## src/source/snd_interp_defs.svh

```systemverilog
`ifndef SND_INTERP_DEFS_SVH
`define SND_INTERP_DEFS_SVH

// Width of one signed audio sample
`define SND_SAMPLE_W 16

// Left and right channels
`define SND_CHANNELS 2

// Stereo output pair, left channel in the upper half
`define SND_PAIR_W (`SND_CHANNELS * `SND_SAMPLE_W)

`endif

```

## src/source/snd_interp_pkg.sv

```systemverilog
`include "snd_interp_defs.svh"

package snd_interp_pkg;

    // One signed audio sample
    typedef logic signed [`SND_SAMPLE_W-1:0] sample_t;

    // Up-by-two interpolator states
    // st_idle waits for a new input sample
    // st_mid holds the midpoint on the output
    // st_cur holds the current sample on the output
    typedef enum logic [1:0] {
        st_idle = 2'd0,
        st_mid  = 2'd1,
        st_cur  = 2'd2
    } interp_state_e;

endpackage

```

## src/source/snd_upsample2.sv

```systemverilog
`timescale 1ns/100ps
`include "snd_interp_defs.svh"

// Up-by-two linear interpolator for one audio channel.
// Every accepted sample produces the midpoint to the previous sample,
// then the sample itself. In bypass only the sample itself comes out.
module snd_upsample2
    import snd_interp_pkg::*;
(
    input  logic    snd_sample,
    input  logic    arst_n,
    input  logic    interp_en,
    // Input stream
    input  logic    in_valid,
    output logic    in_ready,
    input  sample_t in_sample,
    // Output stream
    output logic    out_valid,
    input  logic    out_ready,
    output sample_t out_sample
);

    interp_state_e state;
    interp_state_e state_nxt;

    // History, also the current sample once accepted
    sample_t cur_q;
    // Midpoint between history and the accepted sample
    sample_t mid_q;

    logic signed [`SND_SAMPLE_W:0] mid_sum;
    logic signed [`SND_SAMPLE_W:0] mid_shift;
    sample_t                       mid_calc;

    logic take_in;
    logic give_out;

    assign in_ready  = (state == st_idle);
    assign out_valid = (state != st_idle);

    assign take_in  = in_valid & in_ready;
    assign give_out = out_valid & out_ready;

    // Sum one bit wider so it cannot overflow
    assign mid_sum = {cur_q[`SND_SAMPLE_W-1], cur_q}
                   + {in_sample[`SND_SAMPLE_W-1], in_sample};

    // Arithmetic shift, rounds toward minus infinity
    assign mid_shift = mid_sum >>> 1;
    assign mid_calc  = mid_shift[`SND_SAMPLE_W-1:0];

    // Output word follows the state
    assign out_sample = (state == st_mid) ? mid_q : cur_q;

    // Next state
    always_comb begin
        state_nxt = state;
        case (state)
            st_idle: begin
                // interp_en is taken with the sample
                if (take_in) begin
                    state_nxt = interp_en ? st_mid : st_cur;
                end
            end
            st_mid: begin
                if (give_out) begin
                    state_nxt = st_cur;
                end
            end
            st_cur: begin
                if (give_out) begin
                    state_nxt = st_idle;
                end
            end
            default: begin
                state_nxt = st_idle;
            end
        endcase
    end

    always_ff @(posedge snd_sample or negedge arst_n) begin
        if (!arst_n) begin
            state <= st_idle;
        end else begin
            state <= state_nxt;
        end
    end

    // History starts at zero, updated in bypass as well
    always_ff @(posedge snd_sample or negedge arst_n) begin
        if (!arst_n) begin
            cur_q <= '0;
        end else if (take_in) begin
            cur_q <= in_sample;
        end
    end

    always_ff @(posedge snd_sample) begin
        if (take_in) begin
            mid_q <= mid_calc;
        end
    end

endmodule

```

## src/source/snd_stereo_join.sv

```systemverilog
`timescale 1ns/100ps
`include "snd_interp_defs.svh"

// Joins the left and right channel streams into stereo pairs.
// Both channels are taken on the same edge, so they never drift apart.
module snd_stereo_join
    import snd_interp_pkg::*;
(
    input  logic                   snd_sample,
    input  logic                   arst_n,
    // Channel streams
    input  logic                   left_valid,
    input  logic                   right_valid,
    input  sample_t                left_sample,
    input  sample_t                right_sample,
    output logic                   pair_ready,
    // Stereo output
    output logic                   out_valid,
    input  logic                   out_ready,
    output logic [`SND_PAIR_W-1:0] out_pair
);

    logic both_valid;
    logic out_free;
    logic take_pair;

    // Register free, or handed to the sink on this edge
    assign out_free   = ~out_valid | out_ready;
    assign both_valid = left_valid & right_valid;

    // One ready for both channels
    assign take_pair  = both_valid & out_free;
    assign pair_ready = take_pair;

    // Valid flag of the output register
    always_ff @(posedge snd_sample or negedge arst_n) begin
        if (!arst_n) begin
            out_valid <= 1'b0;
        end else if (take_pair) begin
            out_valid <= 1'b1;
        end else if (out_ready) begin
            out_valid <= 1'b0;
        end
    end

    // Left in the upper half
    always_ff @(posedge snd_sample) begin
        if (take_pair) begin
            out_pair <= {left_sample, right_sample};
        end
    end

endmodule

```

## src/source/snd_interp_top.sv

```systemverilog
`timescale 1ns/100ps
`include "snd_interp_defs.svh"

// Stereo audio output stage: two up-by-two interpolators and a joiner
module snd_interp_top
    import snd_interp_pkg::*;
(
    input  logic                   snd_sample,
    input  logic                   arst_n,
    input  logic                   interp_en,
    // Stereo input
    input  logic                   in_valid,
    output logic                   in_ready,
    input  sample_t                in_left,
    input  sample_t                in_right,
    // Stereo output
    output logic                   out_valid,
    input  logic                   out_ready,
    output logic [`SND_PAIR_W-1:0] out_pair
);

    logic    left_in_ready;
    logic    right_in_ready;
    logic    left_in_valid;
    logic    right_in_valid;

    logic    left_out_valid;
    logic    right_out_valid;
    sample_t left_out_sample;
    sample_t right_out_sample;
    logic    pair_ready;

    // Both channels take the same stereo sample on the same edge
    assign in_ready       = left_in_ready & right_in_ready;
    assign left_in_valid  = in_valid & right_in_ready;
    assign right_in_valid = in_valid & left_in_ready;

    snd_upsample2 u_left (
        .snd_sample ( snd_sample       ),
        .arst_n     ( arst_n           ),
        .interp_en  ( interp_en        ),
        .in_valid   ( left_in_valid    ),
        .in_ready   ( left_in_ready    ),
        .in_sample  ( in_left          ),
        .out_valid  ( left_out_valid   ),
        .out_ready  ( pair_ready       ),
        .out_sample ( left_out_sample  )
    );

    snd_upsample2 u_right (
        .snd_sample ( snd_sample       ),
        .arst_n     ( arst_n           ),
        .interp_en  ( interp_en        ),
        .in_valid   ( right_in_valid   ),
        .in_ready   ( right_in_ready   ),
        .in_sample  ( in_right         ),
        .out_valid  ( right_out_valid  ),
        .out_ready  ( pair_ready       ),
        .out_sample ( right_out_sample )
    );

    // Shared ready keeps both channels in step
    snd_stereo_join u_join (
        .snd_sample   ( snd_sample       ),
        .arst_n       ( arst_n           ),
        .left_valid   ( left_out_valid   ),
        .right_valid  ( right_out_valid  ),
        .left_sample  ( left_out_sample  ),
        .right_sample ( right_out_sample ),
        .pair_ready   ( pair_ready       ),
        .out_valid    ( out_valid        ),
        .out_ready    ( out_ready        ),
        .out_pair     ( out_pair         )
    );

endmodule

```

## config.mk

```make
export PLATFORM = sky130hd
export DESIGN_NAME = snd_interp_top
export DESIGN_NICKNAME = d
export VERILOG_FILES = /design/src/source/snd_interp_pkg.sv /design/src/source/snd_upsample2.sv /design/src/source/snd_stereo_join.sv /design/src/source/snd_interp_top.sv
export VERILOG_INCLUDE_DIRS = /design/src /design/src/source
export SDC_FILE = /design/constraint.sdc
export NUM_CORES = 1
export LEC_CHECK = 0
export BUFFER_PORTS_ARGS = -buffer_cell sky130_fd_sc_hd__buf_4
export CAP_MARGIN = 40
export CORE_MARGIN = 2
export CORE_UTILIZATION = 42
export CTS_CLUSTER_DIAMETER = 100
export DETAILED_ROUTE_END_ITERATION = 8
export PLACE_DENSITY = 0.66
export SETUP_SLACK_MARGIN = 0.2
export SLEW_MARGIN = 10
export SYNTH_ARGS = -nofsm -noshare
export SYNTH_HDL_FRONTEND = slang
export SYNTH_SLANG_ARGS = --single-unit
```

## constraint.sdc

```tcl
create_clock -name snd_sample -period 5.6 [get_ports snd_sample]
set_clock_uncertainty 0.05 [all_clocks]
set_input_delay 1.12 -clock snd_sample [delete_from_list [all_inputs] [get_ports snd_sample]]
set_output_delay 1.12 -clock snd_sample [all_outputs]
set_load 0.02 [all_outputs]
```

==> impl_metrics.yaml, run 1 <==
yosys:
  ys.flop_type: "edfxtp_1"
  synth_fp_nets: 546
  yosysWarningCount: 0
  yosys.cell_types.count: 58
  synth_edf_count: 64
  synth_top_area_share: 0.3629
  netlist_top_cells_area: "edfxtp_1 36%, dfrtp_1 17%, nand2_1 8.2%"
  synthTopCellsByCount: "116 x nand2_1, 64 x edfxtp_1, 37 x dfrtp_1"
  synth_most_common_cell: "nand2_1"
  synth-seq-cells: 101
  netlist_instances: 477
  synthArstFlopShare: 0.3663
  syn_area_mm2: 0.005295
  ys_seq_area_frac: 0.5378
  postSynthAreaPerCell_um2: 11.10
  synth_top_cell_by_area: "edfxtp_1"
clocking:
  cts_hold_buffers: 0
  cts_sinks: 101
  clock_latency_ns: 0.34
  cts-root-buf: "clkbuf_16"
  post_cts_resized: 0
  post_cts_buffers: 0
  clk_pin_slew_ns: 0.07
  cts_tree: "done"
  cts.path.max_buffers: 2
  htree_levels: 3
  cts_buffers: 9
finish:
  nets: 619
  areaGrowthSynthToFinish_pct: 20.04
  drive_gt1_frac: 0.2378
  diodes: 0
  fill_cells: 1121
  finish.instance_area_mm2: 0.006356
drt:
  firstDrtPassIters: 4
  initialDrtViolationCount: 117
  via_count: 3721
  drt_wl_total_mm: 11.21
  ant_nets: 0
  via_per_inst: 5.118
  avgRoutedWirePerCell_um: 15.42
  drc_errors: 0
grt:
  grt_max_degree: 38
  grtUsageTotal: 0.1749
  grt_pass1_wl_mm: 18.29
  grt_antenna_before_repair: 0
  overflow: 0
  grt_pass1_vias: 3804
outcome:
  status: "finished clean"
timing:
  max-slew-margin-rel: 0.4971
  hold_viol: 0
  max_slew.worst_pin.slew_ns: 0.7535
  setup_viol: 0
  rsz0062_at_grt: "false"
  layout_setup_ws_ns: 2.811
  tns_ns: 0
  slew_viol_final: 0
  whs_ns: 0.4538
  min_period_over_period: 0.4980
  fin_crit_ns: 2.789
  max_freq_mhz: 358.6
die:
  core_mm2: 0.01247
  fp.dieH_um: 116.3
  io_pins: 71
  dieWidth_um: 116.3
  start_util: 0.4248
  rows: 41
  dieArea_mm2: 0.01352
place:
  io_buffers: 70
  gp_congestion: 0.8458
  dpl_cell_area_mm2: 0.006050
  dp_hpwl_mm: 7.785
  place_ws_ns: 2.444
power:
  power.density_mw_per_mm2: 593.0
  p_leak_nw: 2.750
  ir_drop_uv: 213.6
  fin_total_pwr_mw: 3.769
worst_setup_path:
  cp_max_fo: 3
  cp_data_arrival_time_ns: 2.83
  crit_path_end_kind: "flip-flop"
  start_kind: "primary input"
  crit_type: "primary input to flip-flop"
  cp.required_ns: 5.64
flow_run:
  cap_violations: 0
worst_hold_path:
  hp-class: "flip-flop to flip-flop"
==> state kept, by name, indices dropped and copies added, names as in the netlist <==
signal and flops:
u_left.state 2, u_left.mid_q 16, u_join.out_pair 32, u_right.mid_q 16
u_right.state 2, u_join.out_valid 1, u_left.cur_q 16, u_right.cur_q 16
==> stage by stage <==
step / utilization / cells
after floorplan: - / 477
after global placement: 0.4825 / 709
after detailed placement: 0.4853 / 711
after CTS: 0.5099 / 727
after global routing: 0.5099 / 727
final: 0.5099 / 727
==> area by class of cell <==
cell class	instances	area (µm²)	share of cell area
flip-flops and latches	101	2848	0.4480
multi-input cells	345	2336	0.3675
repair buffers	75	583.1	0.09173
clock buffers	10	229.0	0.03602
well taps	172	215.2	0.03386
clock inverters	6	77.57	0.01220
inverters	18	67.56	0.01063
==> final timing paths <==
check	slack, ns	to	cells after the start	from
max in group asynchronous	4.42	u_right.cur_q[11]	1	arst_n
max reg2reg	3.25	u_left.state[0]	8	u_left.state[1]
max	2.81	u_left.mid_q[13]	8	in_left[0]
min	0.45	u_left.cur_q[11]	2	u_left.cur_q[11]
min reg2reg	0.45	u_left.cur_q[11]	2	u_left.cur_q[11]
min in group asynchronous	0.72	u_left.cur_q[4]	1	arst_n
==> power by group <==
| group | leakage, nW | switching, mW | internal [mW] |
|---|---|---|---|
| registers | 1.06 | 0.165 | 1.26 |
| logic | 1.54 | 0.961 | 0.732 |
| clock network | 0.151 | 0.264 | 0.387 |
==> critical path, cell delays in order <==
cell     delay [ns]
buf_4          0.12
and2_1         0.16
fa_1           0.39
a21o_1         0.23
a311o_1        0.39
nand3_1        0.14
a32oi_1        0.12
xor2_1         0.16
==> cell families (layout without fill, tap and decap cells) <==
family                   after synthesis  count (layout)  synth area share
AO/OA/AOI/OAI                         95              95            0.1212
multiplexers                          34              34           0.07207
adder cells (fa/ha/maj)               32              32           0.07845
flip-flops                           101             101            0.5378
XOR/XNOR                              21              21           0.03474
buffers and inverters                 31             109           0.02363
AND/OR/NAND/NOR                      163             163            0.1321
==> per-layer routing <==
layer / track usage / wire, µm
met3: 0.03477 / 424
met2: 0.3116 / 5711
met5: 0 / 0
met1: 0.2105 / 4863
met4: 0.06270 / 212
==> placed cells by master (no fill, tap or decap), types with 2 or more instances in the layout <==
| master | count |
|---|---|
| clkinv_2 | 2 |
| dfrtp_1 | 37 |
| nor2_1 | 17 |
| nor2b_1 | 3 |
| fa_1 | 2 |
| nand3_1 | 6 |
| xor2_1 | 9 |
| a21o_1 | 5 |
| a21oi_1 | 28 |
| mux2_2 | 33 |
| a31oi_1 | 2 |
| o2111a_1 | 2 |
| o22ai_1 | 2 |
| clkbuf_16 | 9 |
| buf_4 | 73 |
| o311ai_1 | 2 |
| edfxtp_1 | 64 |
| clkinv_1 | 2 |
| o21ai_0 | 21 |
| and2_1 | 4 |
| xnor2_1 | 12 |
| o31ai_1 | 4 |
| o21a_1 | 2 |
| nand4_1 | 3 |
| a221oi_1 | 2 |
| inv_1 | 17 |
| nand2_1 | 116 |
| nand2b_1 | 3 |
| a211oi_1 | 2 |
| nand3b_1 | 2 |
| ha_1 | 30 |
| bufinv_16 | 2 |
| o211ai_1 | 4 |
No activity file was read; power rests on OpenSTA's default activity.
==> inputs of run 2 (changes only) <==
==> constraint.sdc (replaced) <==
create_clock -name snd_sample -period 2.62 [get_ports snd_sample]
set_clock_uncertainty 0.05 [all_clocks]
set_input_delay 0.524 -clock snd_sample [delete_from_list [all_inputs] [get_ports snd_sample]]
set_output_delay 0.524 -clock snd_sample [all_outputs]
set_load 0.02 [all_outputs]
==> impl_metrics.yaml, run 2 (synthesis gave the netlist of run 1 again) <==
worst_setup_path:
  start_kind: "flip-flop"
  path_cells: "and2_1 > fa_1 > a21o_1 > a311o_1 > nand3_2 > a32oi_1 > xor2_1"
  worstRegToRegCells: 7
  cpPeakStageDelay_ns: 0.40
  r2r-end: "u_left.mid_q[13]"
  cp_max_fo: 4
  cp.required_ns: 2.66
  worst-r2r-setup-slack_ns: 0.32
  crit_path_end_kind: "flip-flop"
  rr_startpoint: "u_left.cur_q[0]"
  cp_slowest_cell: "dfrtp_1"
  crit_type: "flip-flop to flip-flop"
  cp_data_arrival_time_ns: 2.34
drt:
  initialDrtViolationCount: 237
  ant_nets: 0
  avgRoutedWirePerCell_um: 15.43
  via_count: 3779
  drc_errors: 0
  firstDrtPassIters: 4
  drt_wl_total_mm: 11.26
  via_per_inst: 5.177
power:
  fin_total_pwr_mw: 8.155
  ir_drop_uv: 486.2
  power.density_mw_per_mm2: 1274
  p_leak_nw: 2.765
grt:
  overflow: 0
  grt_antenna_before_repair: 0
  grt_max_degree: 38
  grtUsageTotal: 0.1736
  grt_pass1_vias: 3722
  grt_pass1_wl_mm: 18.08
timing:
  max_slew.worst_pin.slew_ns: 0.5763
  setup_viol: 0
  hold_viol: 0
  whs_ns: 0.1184
  tns_ns: 0
  max_freq_mhz: 434.5
  rsz0062_at_grt: "true"
  fin_crit_ns: 2.302
  min_period_over_period: 0.8785
  slew_viol_final: 0
  max-slew-margin-rel: 0.6149
place:
  dpl_cell_area_mm2: 0.006075
  dp_cells: 714
  gp_congestion: 0.8218
  io_buffers: 70
  dp_hpwl_mm: 7.719
die:
  core_mm2: 0.01247
  fp.dieH_um: 116.3
  rows: 41
  start_util: 0.4248
  io_pins: 71
  dieArea_mm2: 0.01352
  dieWidth_um: 116.3
clocking:
  cts-root-buf: "clkbuf_16"
  clock_latency_ns: 0.35
  post_cts_resized: 0
  cts_sinks: 101
  htree_levels: 3
  cts_tree: "done"
  cts.path.max_buffers: 2
  clk_pin_slew_ns: 0.07
  cts_buffers: 9
  cts_hold_buffers: 0
  post_cts_buffers: 0
finish:
  diodes: 0
  layout.cells.non_filler: 730
  drive_gt1_frac: 0.2437
  final_common_cell: "nand2_1"
  finish.instance_area_mm2: 0.006401
  layout_common_cells: "116 x nand2_1, 76 x buf_4, 64 x edfxtp_1"
  largest_register_ffs: 32
  areaGrowthSynthToFinish_pct: 20.89
  nets: 622
  largest_register: "u_join.out_pair"
worst_hold_path:
  hp-class: "primary input to async pin"
outcome:
  status: "finished clean"
flow_run:
  cap_violations: 0
-- run 2: cell type report --
class	count	area [µm²]
multi-input cells	345	2342
inverters	18	67.56
well taps	172	215.2
clock buffers	12	246.5
flip-flops and latches	101	2848
repair buffers	78	610.6
fillers	1118	6065
clock inverters	4	71.32
-- run 2: critical path: cells and delay by family, from the launching register on --
kind / cells / cell delay (ns)
flip-flops: 1 / 0.40
adder cells (fa/ha/maj): 1 / 0.40
AO/OA/AOI/OAI: 3 / 0.75
AND/OR/NAND/NOR: 2 / 0.27
XOR/XNOR: 1 / 0.18
-- run 2: worst max-delay path by stage --
stage                          start                 to  cells past startpoint
floorplan                 in_left[0]   u_left.mid_q[13]                      7
global placement          in_left[0]   u_left.mid_q[13]                      8
detailed placement        in_left[0]   u_left.mid_q[13]                      8
CTS                 u_right.cur_q[0]  u_right.mid_q[15]                      7
global route        u_right.cur_q[0]  u_right.mid_q[15]                      7
finish               u_left.cur_q[0]   u_left.mid_q[13]                      7
-- run 2: per-layer routing --
| layer | track usage | vias to the layer above | wire length [µm] |
|---|---|---|---|
| met5 | 0 | - | 0 |
| met2 | 0.2888 | 102 | 5474 |
| met4 | 0.08016 | 0 | 232 |
| li1 | - | 1867 | - |
| met3 | 0.02335 | 19 | 451 |
| met1 | 0.2263 | 1791 | 5104 |
-- run 2: where the power goes --
part / total [mW] / switching [mW] / internal, mW
registers: 3.03 / 0.342 / 2.69
logic: 3.69 / 2.09 / 1.60
clock network: 1.43 / 0.572 / 0.861
total: 8.16 / 3.00 / 5.15
-- run 2: metrics by stage --
stage               setup slack, ns  utilization
finish                       0.3184       0.5135
global route                 0.1815       0.5135
CTS                          0.2686       0.5128
detailed placement          0.02878       0.4873
global placement            0.07679       0.4873
floorplan                    0.3094            -
